<file path="src/medianFilter_defines.svh">
// Sizing macros for the 3x3 median filter kernel.
// Included by the packages, the sorting network, the top and the testbench.

`ifndef MEDIAN_FILTER_DEFINES_SVH
`define MEDIAN_FILTER_DEFINES_SVH

// bits per pixel
`define PIXEL_WIDTH 8

// pixels per window side
`define WINDOW_DIM 3

// pixels per window
`define KERNEL_SIZE 9

// next power of two above the kernel size
`define NETWORK_SIZE 16

// registered stages for 16 lanes: 1+2+3+4
`define NET_STAGES 10

`endif

</file>
<file path="src/pixelPkg.sv">
// Image-side types: the pixel, the window word and the filter result.
// Imported by the top, the sorting network and the testbench.

`include "medianFilter_defines.svh"

package pixelPkg;

    typedef logic [`PIXEL_WIDTH-1:0] pixelT;

    //----------------------------------------------------------------------
    // window word
    //----------------------------------------------------------------------
    // grid[row][col], row 0 in the lowest bits, col 0 lowest in a row.
    // flat[row*WINDOW_DIM + col] names the same pixel.
    typedef union packed {
        pixelT [`WINDOW_DIM-1:0][`WINDOW_DIM-1:0] grid;
        pixelT [`KERNEL_SIZE-1:0]                 flat;
    } windowWordT;

    //----------------------------------------------------------------------
    // filter result
    //----------------------------------------------------------------------
    // valid qualifies the three order statistics
    typedef struct packed {
        logic  valid;
        pixelT minimum;
        pixelT median;
        pixelT maximum;
    } filterStatsT;

endpackage

</file>
<file path="src/sortNetPkg.sv">
// Sorting-network types: the lane array and the stage word passed
// between compare stages. Imported by the network modules and the top.

`include "medianFilter_defines.svh"

package sortNetPkg;

    import pixelPkg::*;

    //----------------------------------------------------------------------
    // lanes
    //----------------------------------------------------------------------
    // lane 0 in the lowest bits, ascending after the last stage
    typedef pixelT [`NETWORK_SIZE-1:0] laneArrayT;

    //----------------------------------------------------------------------
    // stage word
    //----------------------------------------------------------------------
    // one window in flight with its valid bit
    typedef struct packed {
        logic      valid;
        laneArrayT lanes;
    } sortStageT;

endpackage

</file>
<file path="src/compareStage.sv">
// One registered stage of the Batcher odd-even merge network.
// mergeSpan is the sorted block size being merged, compareStep the
// distance between compared lanes. Latency is one clock.

`timescale 1ns/100ps

module compareStage
    import pixelPkg::*, sortNetPkg::*;
#(
    parameter int mergeSpan   = 1,
    parameter int compareStep = 1
) (
    input  logic      clk,
    input  logic      reset,
    input  sortStageT stageIn,
    output sortStageT stageOut
);

    localparam int laneCount = $bits(laneArrayT) / $bits(pixelT);

    // true when lane is the lower lane of a compared pair
    function automatic bit isLowLane(int lane);
        int firstLane;
        firstLane = (compareStep == mergeSpan) ? 0 : compareStep;
        if (lane < firstLane || lane + compareStep >= laneCount) begin
            return 1'b0;
        end
        // first compareStep lanes of each 2*compareStep group
        if (((lane - firstLane) % (2 * compareStep)) >= compareStep) begin
            return 1'b0;
        end
        // both lanes inside the same double-span block
        return (lane / (2 * mergeSpan)) == ((lane + compareStep) / (2 * mergeSpan));
    endfunction

    laneArrayT nextLanes;

    //----------------------------------------------------------------------
    // compare-exchange
    //----------------------------------------------------------------------
    for (genvar lane = 0; lane < laneCount; lane++) begin : gLane
        if (isLowLane(lane)) begin : gLow
            pixelT ownPixel;
            pixelT peerPixel;
            assign ownPixel  = stageIn.lanes[lane];
            assign peerPixel = stageIn.lanes[lane + compareStep];
            // smaller value stays in the lower lane
            assign nextLanes[lane] = (ownPixel > peerPixel) ? peerPixel : ownPixel;
        end else if (lane >= compareStep && isLowLane(lane - compareStep)) begin : gHigh
            pixelT ownPixel;
            pixelT peerPixel;
            assign ownPixel  = stageIn.lanes[lane];
            assign peerPixel = stageIn.lanes[lane - compareStep];
            assign nextLanes[lane] = (ownPixel > peerPixel) ? ownPixel : peerPixel;
        end else begin : gPass
            assign nextLanes[lane] = stageIn.lanes[lane];
        end
    end

    //----------------------------------------------------------------------
    // stage register
    //----------------------------------------------------------------------
    always_ff @(posedge clk) begin
        stageOut.lanes <= nextLanes;
        if (reset) begin
            stageOut.valid <= 1'b0;
        end else begin
            stageOut.valid <= stageIn.valid;
        end
    end

endmodule

</file>
<file path="src/medianFilterTop.sv">
// Top level of the 3x3 median filter. Takes one window per clock and
// reports its minimum, median and maximum NET_STAGES clocks later.

`timescale 1ns/100ps

`include "medianFilter_defines.svh"

module medianFilterTop
    import pixelPkg::*, sortNetPkg::*;
(
    input  logic        clk,
    input  logic        reset,
    input  logic        windowValid,
    input  windowWordT  window,
    output filterStatsT stats
);

    localparam int medianLane = `KERNEL_SIZE / 2;
    localparam int maxLane    = `KERNEL_SIZE - 1;

    sortStageT sorted;

    //----------------------------------------------------------------------
    // sorting network
    //----------------------------------------------------------------------
    sortNetwork uSortNetwork (
        .clk         (clk),
        .reset       (reset),
        .windowValid (windowValid),
        .window      (window),
        .sorted      (sorted)
    );

    //----------------------------------------------------------------------
    // order statistics
    //----------------------------------------------------------------------
    // padding lanes sit above maxLane, so only real pixels are picked
    assign stats.valid   = sorted.valid;
    assign stats.minimum = sorted.lanes[0];
    assign stats.median  = sorted.lanes[medianLane];
    assign stats.maximum = sorted.lanes[maxLane];

endmodule

</file>
<file path="src/sortNetwork.sv">
// Pads the window to a power-of-two lane count and sorts it through a
// chain of compare stages. Sorted lanes come out NET_STAGES clocks later.

`timescale 1ns/100ps

`include "medianFilter_defines.svh"

module sortNetwork
    import pixelPkg::*, sortNetPkg::*;
(
    input  logic       clk,
    input  logic       reset,
    input  logic       windowValid,
    input  windowWordT window,
    output sortStageT  sorted
);

    localparam int spanLevels = $clog2(`NETWORK_SIZE);

    // stageBus[0] is the padded input, the last entry the sorted result
    sortStageT stageBus [`NET_STAGES+1];

    //----------------------------------------------------------------------
    // input padding
    //----------------------------------------------------------------------
    assign stageBus[0].valid = windowValid;

    for (genvar lane = 0; lane < `NETWORK_SIZE; lane++) begin : gPad
        if (lane < `KERNEL_SIZE) begin : gPixel
            assign stageBus[0].lanes[lane] = window.flat[lane];
        end else begin : gFill
            // all-ones sorts above every real pixel
            assign stageBus[0].lanes[lane] = '1;
        end
    end

    //----------------------------------------------------------------------
    // merge stages
    //----------------------------------------------------------------------
    // span 1,2,4,8; within a span the step halves from span down to 1
    for (genvar level = 0; level < spanLevels; level++) begin : gSpan
        for (genvar sub = 0; sub <= level; sub++) begin : gStep
            localparam int stageIdx = (level * (level + 1)) / 2 + sub;

            compareStage #(
                .mergeSpan   (1 << level),
                .compareStep ((1 << level) >> sub)
            ) uCompareStage (
                .clk      (clk),
                .reset    (reset),
                .stageIn  (stageBus[stageIdx]),
                .stageOut (stageBus[stageIdx + 1])
            );
        end
    end

    assign sorted = stageBus[`NET_STAGES];

endmodule

</file>
<file path="config.mk">
export PLATFORM = sky130hd
export DESIGN_NAME = medianFilterTop
export DESIGN_NICKNAME = d
export VERILOG_FILES = /design/src/pixelPkg.sv /design/src/sortNetPkg.sv /design/src/compareStage.sv /design/src/medianFilterTop.sv /design/src/sortNetwork.sv
export VERILOG_INCLUDE_DIRS = /design/src
export SDC_FILE = /design/constraint.sdc
export NUM_CORES = 1
export LEC_CHECK = 0
export ABC_AREA = 1
export BUFFER_PORTS_ARGS = -buffer_cell sky130_fd_sc_hd__buf_2
export CORE_AREA = 2 2 387 389
export CTS_CLUSTER_SIZE = 30
export DETAILED_ROUTE_END_ITERATION = 16
export DIE_AREA = 0 0 389 391
export PLACE_DENSITY = 0.39
export REMOVE_ABC_BUFFERS = 1
export SLEW_MARGIN = 20
export SYNTH_ARGS = -nofsm -noshare
export SYNTH_HDL_FRONTEND = slang
export SYNTH_SLANG_ARGS = --single-unit
</file>
<file path="constraint.sdc">
create_clock -name clk -period 2.1 [get_ports clk]
set_input_delay 0.315 -clock clk [delete_from_list [all_inputs] [get_ports clk]]
set_output_delay 0.315 -clock clk [all_outputs]
set_load 0.01 [all_outputs]
</file>
---- After elaboration in Yosys (flattened, before gate mapping) ----
Cells that the tools add are included.
storage, ports and cells
  word-level logic and storage cells ...... 280
  input port bits ......................... 75
  register bits after elaboration ......... 890
  output and inout bits ................... 25
operators by class
  mux-type cells .......................... 73
  magnitude comparators ................... 87
operator list
  cell                                        count
  8-bit > comparator                          73
  8-bit 2-to-1 mux                            73
  8-bit > comparator (first input constant)   7
  8-bit > comparator (second input constant)  7

---- Logic depth before layout (Yosys ltp) ----
Gate-level depths: netlist (run 1).
  depth in word-level cells ............... 2
  mapped depth ............................ 12
  gate-level depth less buffers ........... 12

---- Cells and area by module ----
A second synthesis (run 1) with hierarchy kept.
unflattened totals
  cells, all modules ...................... 6607
  area, all modules ....................... 58064.4 um^2
by module, submodules not included
  module                                                            cells an instance  area each (um^2)  instances  seq. area each (um^2)
  compareStage at uSortNetwork.gSpan[1].gStep[0].uCompareStage ...  803                6676.4            3          2582.5
  compareStage at uSortNetwork.gSpan[1].gStep[1].uCompareStage ...  467                4635.7            3          2582.5
  compareStage at uSortNetwork.gSpan[2].gStep[2].uCompareStage ...  635                5637.9            2          2582.5
  compareStage at uSortNetwork.gSpan[0].gStep[0].uCompareStage      803                6705.2            1          2582.5
  compareStage at uSortNetwork.gSpan[3].gStep[3].uCompareStage      723                6143.4            1          2582.5
  sortNetwork                                                       1                  3.8               1          0.0

---- Least setup slack after synthesis (run 1) ----
OpenSTA, ideal clock, no wires.
  path type ............................... register to register
  start point ............................. reg uSortNetwork.gSpan[2].gStep[2].uCompareStage.stageOut[7] in the netlist's numbering
  end point ............................... reg uSortNetwork.gSpan[3].gStep[0].uCompareStage.stageOut[68] in the netlist's numbering
  cell stages (with the launch flop) ...... 9
  clock period less this slack ............ 1521 ps
  path buffers ............................ 1
  setup slack ............................. 579 ps
  data arrival time ....................... 1408 ps
  data required time ...................... 1987 ps
  library setup time ...................... 113 ps
  cell sequence ........................... dfxtp_1 > inv_1 > ha_1 > a21o_1 > nor2_8 > nand2_8 > buf_8 > nand3_1 > nand2_1
RTL lines
  element      line                source
  from (decl)  compareStage.sv:16  output sortStageT stageOut
  to (decl)    compareStage.sv:16

==> results of run 1 <==
-- kinds of logic (layout without fill, tap and decap cells) --
kind of cell | Yosys count | after routing
adder cells (fa/ha/maj) | 344 | 344
AND/OR/NAND/NOR | 2208 | 2212
AO/OA/AOI/OAI | 207 | 207
flip-flops | 890 | 890
buffers and inverters | 546 | 905
other | 1 | 56
-- area by class of cell --
cell class / instances / area, um^2 / area share, %
Sequential cell: 890 / 17820 / 40.19
Tap cell: 1944 / 2432 / 5.486
Clock buffer: 131 / 2830 / 6.384
Timing Repair Buffer: 222 / 1688 / 3.807
Inverter: 507 / 1903 / 4.293
Clock inverter: 45 / 728.2 / 1.643
Multi-Input combinational cell: 2819 / 16940 / 38.20
-- where the power goes --
| group | internal [uW] | switching, uW | total, uW | leakage, uW |
|---|---|---|---|---|
| Sequential | 23000 | 4920 | 28000 | 0.00748 |
| Clock | 11600 | 7050 | 18600 | 0.00173 |
| Combinational | 10400 | 19000 | 29500 | 0.0129 |
-- stage by stage --
step / std cells / utilization, %
5_1_grt: 6558 / 29.85
3_5_place_dp: 6263 / 26.62
6_report: 6558 / 29.85
2_1_floorplan: 4212 / -
3_3_place_gp: 6263 / 26.62
4_1_cts: 6539 / 29.69
-- worst max-delay path, cell delays in order --
cell and delay, ps:
dlygate4sd3_1 530, buf_4 120, inv_1 40, ha_1 300
nand2_1 90, nor2_4 210, nand4_4 220, nand2_4 160
nand2_1 60, nand2_1 80, dlygate4sd3_1 560
-- repair_timing --
action                                  in CTS  in global routing
buffers inserted                             0                 15
hold endpoints to repair                    82                  0
resized for setup                            0                 15
endpoints found under the setup margin       0                 18
hold buffers                               100                  0
-- layer usage --
metal	global-route usage, %	part of all wire, %
met4	3.087	1.9
met5	0	0
met2	19.89	47
met3	2.252	3.4
met1	15.28	48
-- synthesized netlist by cell type --
cell,instances,area (um^2)
a21o_1,43,322.8
a21oi_1,75,375.4
a21oi_2,2,17.52
a21oi_4,9,146.4
buf_4,15,112.6
buf_6,1,11.26
buf_8,22,330.3
clkbuf_1,1,3.750
conb_1,1,3.750
dfxtp_1,890,17820
ha_1,344,4304
inv_1,504,1892
inv_2,3,11.26
nand2_1,1403,5266
nand2_2,75,469.2
nand2_4,44,495.5
nand2_8,22,440.4
nand3_1,490,2452
nand3_2,16,160.2
nand4_2,21,262.8
nand4_4,22,468.0
nor2_1,38,142.6
nor2_2,33,206.5
nor2_4,21,236.5
nor2_8,23,460.4
o21ai_0,25,125.1
o21ai_1,53,265.3
-- path summary, 6_finish.rpt --
check / startpoint / to / depth (start not counted)
setup reg to reg: register / register / 11
hold / removal: window[23] / register / 6
setup / recovery: window[5] / register / 11
hold reg to reg: register / register / 0
==> out/results.ini, run 1 <==
[status]
status=finished clean

[yosys]
synth_area_mm2=0.03680
synth_seq_cells=890
yosys.area_share.simple_pct=30.06
ys_seq_area_share_pct=48.42
yosysWarnings=0
yosys.area_share.xor_xnor_pct=0
synthMuxAreaShare_pct=0
synth-compound-area-share_pct=3.403
ys_types=27
synth_top_family_by_area=simple AND/OR/NAND/NOR gates
synthAdderAreaFrac_pct=11.70
synthCells=4196
synth_area_per_cell_um2=8.770

[final_layout]
fill_cells=15744
top_register=uSortNetwork.gSpan.gStep.uCompareStage.stageOut
fin_nets=4958
final_cell_mix=1403 x nand2_1, 890 x dfxtp_1, 503 x inv_1, 490 x nand3_1, 342 x ha_1
final_cell_area_mm2=0.04433
area_growth_pct=20.48
largest_register_ffs=890
n_antenna_cell=0
largest_registers=uSortNetwork.gSpan.gStep.uCompareStage.stageOut (890)
final_common_cell=nand2_1
drive_above_1_share_pct=12.74

[clocking]
cts.clk_slew.worst_paths_ps=60
cts_buffer_depth=3
cts_htree_levels=3
root_buffer=clkbuf_16
clock_sinks=890
clk_latency_ps=700
cts_tree=built
cts_buffers=99

[routing]
wl_per_cell_um=13.47
drt_iter0_drc=1050
drc=0
ant_nets=0
viasPerCell=3.971
drt-total-wl_mm=88.33
num_vias=26041
firstDrtPassIters=5

[placement]
dpl_worst_slack_ps=188.7
port-buffer-count=99
place.gp.congestion=0.8045
dp_hpwl_mm=69.47
placed_cell_area_mm2=0.03954

[floorplan]
die_area_mm2=0.1521
rows=142
core_area_mm2=0.1485
io_pins=100
die_w_um=389
start_util_pct=24.78
die_h_um=391

[worst_setup_path]
critPathMaxFanout=8
arrival_ps=2690
rrSetupSlack_ps=220
criticalPathCategory=input port to register
critPathRequiredTime_ps=2740
crit_path_end_kind=register
crit_path_start_kind=input port

[timing]
final.setup.tns_ps=0
fin_ws_ps=54.13
whs_ps=218.4
max_freq_mhz=488.8
post-route-min-period_ps=2046
setup_violations=0
slew_viol_final=0
fin_crit_sh_pct=97.42
hold_viol_final=0
finClkSkew_ps=31.45

[grt]
track_usage_pct=11.77
antenna_found_initial=5
gr-total-overflow=0
grt_pass1_wl_mm=141.5
grt_max_degree=25
grt_pass1_vias=25934

[hold_path]
hold_class=input port to register

[pwr]
power_per_cell_area_mw_per_mm2=1715
total_power_uw=76050
peakVddDrop_mv=0.6627
p_leak_uw=0.02213

[flow_run]
drv_cap=0

Note: power is estimated with default switching activity, not from simulation.
==> inputs of run 2 (changes only) <==
--- a/config.mk
+++ b/config.mk
@@ -6,15 +6,14 @@
 export SDC_FILE = /design/constraint.sdc
 export NUM_CORES = 1
 export LEC_CHECK = 0
-export ABC_AREA = 1
 export BUFFER_PORTS_ARGS = -buffer_cell sky130_fd_sc_hd__buf_2
-export CORE_AREA = 2 2 387 389
+export CORE_AREA = 2 2 373 375
 export CTS_CLUSTER_SIZE = 30
 export DETAILED_ROUTE_END_ITERATION = 16
-export DIE_AREA = 0 0 389 391
+export DIE_AREA = 0 0 375 377
 export PLACE_DENSITY = 0.39
 export REMOVE_ABC_BUFFERS = 1
-export SLEW_MARGIN = 20
+export SLEW_MARGIN = 15
 export SYNTH_ARGS = -nofsm -noshare
 export SYNTH_HDL_FRONTEND = slang
 export SYNTH_SLANG_ARGS = --single-unit
==> constraint.sdc (replaced) <==
create_clock -name clk -period 2.2 [get_ports clk]
set_input_delay 0.33 -clock clk [delete_from_list [all_inputs] [get_ports clk]]
set_output_delay 0.33 -clock clk [all_outputs]
set_load 0.01 [all_outputs]
==> out/results.ini, run 2 <==
[status]
status=finished with violations  ; was finished clean
violations=setup timing

[grt]
gr-total-overflow=0  ; unchanged
track_usage_pct=11.20  ; was 11.77%
grt_pass1_wl_mm=121.6  ; was 141.5 mm
grt_pass1_vias=20866  ; was 25934
antenna_found_initial=11  ; was 5
grt_max_degree=15  ; was 25

[worst_setup_path]
criticalPathCategory=input port to register  ; unchanged
arrival_ps=2810  ; was 2690 ps
crit_path_frequent_cell=dlygate4sd3_1  ; was nand2_1
critPathMaxStageDelay_ps=570  ; was 560 ps
cp_cell_sequence=dlygate4sd3_1 -> buf_2 -> ha_1 -> a211oi_2 -> nor2_2 -> nor3_4 -> buf_6 -> mux2_2 -> dlygate4sd3_1  ; was dlygate4sd3_1 -> buf_4 -> inv_1 -> ha_1 -> nand2_1 -> nor2_4 -> nand4_4 -> nand2_4 -> nand2_1 -> nand2_1 -> dlygate4sd3_1
critPathMaxFanout=3  ; was 8
path_buf_inv=4  ; unchanged
crit_family=buffers and inverters  ; unchanged
crit_path_top_delay_cell=dlygate4sd3_1  ; unchanged
critPathRequiredTime_ps=2780  ; was 2740 ps
crit_path_start_kind=input port  ; unchanged
crit_path_end_kind=register  ; unchanged

[routing]
num_vias=19616  ; was 26041
firstDrtPassIters=4  ; was 5
ant_nets=0  ; unchanged
drc=0  ; unchanged
drt-total-wl_mm=77.90  ; was 88.33 mm
wl_per_cell_um=15.53  ; was 13.47 um
drt_iter0_drc=694  ; was 1050
viasPerCell=3.911  ; was 3.971

[timing]
slew_viol_final=0  ; unchanged
final.setup.tns_ps=-26.55  ; was 0 ps
max_freq_mhz=449.1
fin_crit_sh_pct=101.2
finClkSkew_ps=34.07  ; was 31.45 ps
slew-limit-headroom_pct=65.99
hold_viol_final=0  ; unchanged
setup_violations=1  ; was 0
post-route-min-period_ps=2227
fin_ws_ps=-26.55  ; was 54.13 ps
tightest_slew_ps=509.0

[clocking]
cts_htree_levels=3  ; unchanged
cts_buffer_depth=3  ; unchanged
clock_sinks=890  ; unchanged
root_buffer=clkbuf_16  ; unchanged
cts.clk_slew.worst_paths_ps=60  ; about the same
clk_latency_ps=690  ; was 700 ps
cts_buffers=101  ; was 99
cts_tree=built  ; unchanged

[yosys]
yosysWarnings=0  ; unchanged
synthTopCellsByArea=dfxtp_1 52%, mux2_2 19%, ha_1 13%  ; was dfxtp_1 48%, nand2_1 14%, ha_1 12%
synthCells=2666  ; was 4196
synth_area_per_cell_um2=12.78  ; was 8.770 um^2
synth_most_common_cell=dfxtp_1  ; was nand2_1
synth_common_cells=890 x dfxtp_1, 584 x mux2_2, 347 x inv_1, 344 x ha_1, 80 x nand4_1  ; was 1403 x nand2_1, 890 x dfxtp_1, 504 x inv_1, 490 x nand3_1, 344 x ha_1
synth_seq_cells=890  ; unchanged
ys_seq_area_share_pct=52.31  ; was 48.42%
async_flop_share_pct=0  ; unchanged
synth-main-ff-cell=dfxtp_1  ; unchanged
synth_area_mm2=0.03406  ; was 0.03680 mm^2
synth-edff-count=0  ; unchanged
yosys.area.top_type=dfxtp_1  ; unchanged
ys_types=27  ; unchanged
netlist.area_leader.share_pct=52.31  ; was 48.42%

[final_layout]
final_cell_mix=886 x dfxtp_1, 584 x mux2_2, 346 x inv_1, 339 x ha_1, 105 x buf_4  ; was 1403 x nand2_1, 890 x dfxtp_1, 503 x inv_1, 490 x nand3_1, 342 x ha_1
fin_util_pct=31.33  ; was 29.85%
final_cell_area_mm2=0.04291  ; was 0.04433 mm^2
fill_cells=13812  ; was 15744
drive_above_1_share_pct=34.52  ; was 12.74%
top_register=uSortNetwork.gSpan.gStep.uCompareStage.stageOut  ; unchanged
fin_nets=3556  ; was 4958
final_common_cell=dfxtp_1  ; was nand2_1
largest_registers=uSortNetwork.gSpan.gStep.uCompareStage.stageOut (890)  ; unchanged
area_growth_pct=26.00  ; was 20.48%
largest_register_ffs=890  ; unchanged

[pwr]
peakVddDrop_mv=0.6782  ; was 0.6627 mV
power_per_cell_area_mw_per_mm2=1683  ; was 1715 mW/mm^2
p_leak_uw=0.01872  ; was 0.02213 uW
total_power_uw=72210  ; was 76050 uW

[placement]
dpl_worst_slack_ps=61.94  ; was 188.7 ps
placed_cell_area_mm2=0.03811  ; was 0.03954 mm^2
port-buffer-count=99  ; unchanged
place.gp.congestion=0.7444  ; was 0.8045
dp_hpwl_mm=60.56  ; was 69.47 mm

[floorplan]
die_w_um=375  ; was 389 um
rows=136  ; was 142
start_util_pct=24.86  ; was 24.78%
core_area_mm2=0.1370  ; was 0.1485 mm^2
io_pins=100  ; unchanged
die_area_mm2=0.1414  ; was 0.1521 mm^2
die_h_um=377  ; was 391 um

[hold_path]
hold_class=input port to register  ; unchanged

[flow_run]
drv_cap=0  ; unchanged

run 2: repair_timing:
item | in CTS | in global routing
hold buffers | 96 | 2
setup buffers | 0 | 10
setup endpoints to repair | 0 | 59
endpoints found under the hold margin | 82 | 2
gates resized for setup | 0 | 38
run 2: cells by family (layout without fill, tap and decap cells):
logic type               Yosys count  after routing  share of synthesized area, %
AO/OA/AOI/OAI                    261            261                         7.193
adder cells (fa/ha/maj)          344            344                         12.64
buffers and inverters            347            847                         3.824
flip-flops                       890            890                         52.31
multiplexers                     584            584                         19.31
other                              1             57                       0.01101
AND/OR/NAND/NOR                  239            239                         4.713
run 2: routing by layer:
metal / GRT usage (%) / up-vias / wire length (um)
met5: 0 / - / 0
met4: 3.614 / 0 / 2235
met3: 2.238 / 124 / 2616
met2: 18.74 / 251 / 35980
met1: 14.40 / 8976 / 37060
li1: - / 10265 / -
run 2: metrics by stage:
stage / hold slack (ps) / instances
after floorplan: 309.6 / 2721
after global placement: 309.9 / 4733
after detailed placement: 312.1 / 4733
after CTS: 200.8 / 5016
after global routing: 0.8830 / 5015
final: 33.91 / 5016
run 2: power by group:
group / switching (uW) / internal (uW) / leakage, uW
registers: 4390 / 22200 / 0.00751
logic: 11900 / 15700 / 0.00944
clock network: 6860 / 11200 / 0.00177
total: 23200 / 49000 / 0.0187
run 2: area by class of cell:
cell class	count	area [um^2]	share of cell area, %
repair buffers	313	2630	6.128
inverters	347	1303	3.035
clock buffers	135	2856	6.656
multi-input cells	1484	15260	35.55
well taps	1794	2245	5.230
clock inverters	52	800.8	1.866
flip-flops and latches	890	17820	41.53
diodes	1	2.502	0.005831
run 2: worst paths after layout:
kind / to / start / depth (start not counted) / slack [ps]
min reg2reg: register / register / 0 / 300
max reg2reg: register / register / 8 / 120
min: register / window[26] / 2 / 30
max: register / window[52] / 9 / -30
run 2: worst register-to-register path, delay by kind of cell (launching register included):
kind | cells | cell delay, ps
simple gates | 1 | 130
flops | 1 | 370
buf+inv | 2 | 220
fa+ha+maj | 1 | 280
mux | 1 | 360
compound gates | 3 | 570
==> inputs of run 3 (changes only) <==
--- a/config.mk
+++ b/config.mk
@@ -7,13 +7,15 @@
 export NUM_CORES = 1
 export LEC_CHECK = 0
 export BUFFER_PORTS_ARGS = -buffer_cell sky130_fd_sc_hd__buf_2
-export CORE_AREA = 2 2 373 375
+export CORE_AREA = 2 2 459 461
 export CTS_CLUSTER_SIZE = 30
 export DETAILED_ROUTE_END_ITERATION = 16
-export DIE_AREA = 0 0 375 377
+export DIE_AREA = 0 0 461 463
+export HOLD_SLACK_MARGIN = 0.03
 export PLACE_DENSITY = 0.39
 export REMOVE_ABC_BUFFERS = 1
 export SLEW_MARGIN = 15
 export SYNTH_ARGS = -nofsm -noshare
 export SYNTH_HDL_FRONTEND = slang
+export SYNTH_HIERARCHICAL = 1
 export SYNTH_SLANG_ARGS = --single-unit
==> out/results.ini, run 3 <==
[grt]
antenna_found_initial=20  ; was 11
gr-total-overflow=0  ; unchanged
track_usage_pct=9.860  ; was 11.20%
grt_pass1_vias=28062  ; was 20866
grt_max_degree=17  ; was 15
grt_pass1_wl_mm=162.4  ; was 121.6 mm

[worst_setup_path]
rrSetupSlack_ps=-10  ; was 120 ps
crit_path_top_delay_cell=or4_4  ; was dlygate4sd3_1
critPathMaxStageDelay_ps=530  ; was 570 ps
cp_cell_sequence=inv_1 -> ha_1 -> nand2_1 -> or4_4 -> buf_6 -> a22oi_4 -> buf_6 -> mux2_4  ; was dlygate4sd3_1 -> buf_2 -> ha_1 -> a211oi_2 -> nor2_2 -> nor3_4 -> buf_6 -> mux2_2 -> dlygate4sd3_1
crit_path_frequent_cell=buf_6  ; was dlygate4sd3_1
critPathRequiredTime_ps=2810  ; was 2780 ps
critPathMaxFanout=3  ; unchanged
reg2regPathDepth=8  ; unchanged
criticalPathCategory=register to register  ; was input port to register
crit_path_start_kind=register  ; was input port
arrival_ps=2820  ; was 2810 ps
crit_path_end_kind=register  ; unchanged

[timing]
whs_ps=315.6  ; was 33.91 ps
fin_crit_sh_pct=100.5  ; was 101.2%
finClkSkew_ps=35.46  ; was 34.07 ps
slew_viol_final=0  ; unchanged
rsz0062_at_grt=true
fin_ws_ps=-11.67  ; was -26.55 ps
post-route-min-period_ps=2212  ; was 2227 ps
slew-limit-headroom_pct=59.26  ; was 65.99%
setup_violations=6  ; was 1
final.setup.tns_ps=-50.99  ; was -26.55 ps
hold_viol_final=0  ; unchanged
tightest_slew_ps=604.7  ; was 509.0 ps
max_freq_mhz=452.1  ; was 449.1 MHz

[status]
status=finished with violations  ; unchanged
violations=setup timing  ; unchanged

[clocking]
clk_latency_ps=740  ; was 690 ps
clock_sinks=1002  ; was 890
cts_buffer_depth=3  ; unchanged
cts_tree=built  ; unchanged
cts.clk_slew.worst_paths_ps=60  ; about the same
root_buffer=clkbuf_16  ; unchanged
cts_buffers=113  ; was 101
cts_htree_levels=3  ; unchanged

[yosys]
synth_area_mm2=0.04167  ; was 0.03406 mm^2
synth_area_per_cell_um2=11.73  ; was 12.78 um^2
synthCells=3554  ; was 2666
yosysWarnings=6  ; was 0

[hold_path]
hold_class=register to register  ; was input port to register
whs_path_depth=0  ; was 2

[routing]
wl_per_cell_um=14.32  ; was 15.53 um
viasPerCell=3.642  ; was 3.911
drt-total-wl_mm=108.3  ; was 77.90 mm
num_vias=27532  ; was 19616
firstDrtPassIters=4  ; unchanged
drt_iter0_drc=704  ; was 694
ant_nets=0  ; unchanged
drc=0  ; unchanged

[floorplan]
io_pins=100  ; unchanged
start_util_pct=19.99  ; was 24.86%
die_w_um=461  ; was 375 um
core_area_mm2=0.2085  ; was 0.1370 mm^2
die_area_mm2=0.2134  ; was 0.1414 mm^2
die_h_um=463  ; was 377 um
rows=168  ; was 136

[final_layout]
drive_above_1_share_pct=54.39  ; was 34.52%
largest_registers=uSortNetwork/gSpan.gStep.uCompareStage/stageOut (1002)  ; was uSortNetwork.gSpan.gStep.uCompareStage.stageOut (890)
final_cell_mix=682 x dfxtp_1, 551 x buf_4, 513 x mux2_2, 405 x inv_1, 292 x dfxtp_2  ; was 886 x dfxtp_1, 584 x mux2_2, 346 x inv_1, 339 x ha_1, 105 x buf_4
fin_nets=5181  ; was 3556
area_growth_pct=44.98  ; was 26.00%
largest_register_ffs=1002  ; was 890
top_register=uSortNetwork/gSpan.gStep.uCompareStage/stageOut  ; was uSortNetwork.gSpan.gStep.uCompareStage.stageOut
final_common_cell=dfxtp_1  ; unchanged

[flow_run]
drv_cap=0  ; unchanged

[pwr]
p_leak_uw=0.02809  ; was 0.01872 uW
power_per_cell_area_mw_per_mm2=1784  ; was 1683 mW/mm^2
peakVddDrop_mv=0.8879  ; was 0.6782 mV

[placement]
port-buffer-count=99  ; unchanged
place.gp.congestion=0.7565  ; was 0.7444
dp_hpwl_mm=83.19  ; was 60.56 mm

-- run 3: area by class of cell --
cell class | instances | area (um^2)
fill | 21610 | 148100
multi-input combinational | 2216 | 23730
clock inverter | 57 | 830.8
clock buffer | 151 | 3203
tap | 2805 | 3510
timing repair buffer | 822 | 6711
inverter | 503 | 1896
sequential | 1002 | 20530
antenna | 4 | 10.01
-- run 3: repair_timing --
action	4_1_cts	5_1_grt
buffers inserted	67	65
hold buffers	75	0
hold endpoints to repair	90	0
setup endpoints to repair	304	333
cloned	0	0
gates resized for setup	280	768
pin swaps	71	185
-- run 3: report_power, final --
group	leakage, uW	total (uW)	internal [uW]	switching (uW)
Combinational	0.0177	54000	31100	22900
Sequential	0.00846	33700	27300	6430
Clock	0.00196	20100	12100	7970
Total	0.0281	108000	70500	37300
-- run 3: how the worst max path moves through the flow --
stage / from / end / slack (ps) / depth (start not counted)
after floorplan: register / register / 50 / 7
after global placement: window[39] / register / -240 / 9
after detailed placement: window[39] / register / -260 / 9
after CTS: register / register / -3 / 8
after global routing: register / register / -70 / 8
final: register / register / -10 / 8
-- run 3: metal layers --
| layer | up-vias | global-route usage, % | share of wire [%] |
|---|---|---|---|
| met2 | 281 | 15.05 | 44 |
| met3 | 152 | 1.719 | 3.2 |
| met4 | 2 | 2.807 | 2.5 |
| met5 | - | 0 | 0.012 |
| met1 | 12847 | 14.08 | 51 |
| li1 | 14250 | - | - |
-- run 3: through the flow --
| step | total power (uW) | util, % | instance area (um^2) | worst slack, ps | cells |
|---|---|---|---|---|---|
| 2_1_floorplan | 58670 | - | 42300 | 54.08 | 3721 |
| 3_3_place_gp | 75950 | 24.07 | 50190 | -239.3 | 7141 |
| 3_5_place_dp | 76070 | 24.07 | 50190 | -255.1 | 7141 |
| 4_1_cts | 101700 | 27.17 | 56650 | -3.284 | 7491 |
| 5_1_grt | 115800 | 28.97 | 60410 | -65.52 | 7556 |
| 6_report | 107800 | 28.97 | 60420 | -11.67 | 7560 |
-- run 3: worst max-delay path, delay by kind of cell (launching register included) --
family / cells / cell delay, ps
buffers and inverters: 3 / 360
flip-flops: 1 / 360
AND/OR/NAND/NOR: 2 / 590
AO/OA/AOI/OAI: 1 / 230
adder cells (fa/ha/maj): 1 / 270
multiplexers: 1 / 290
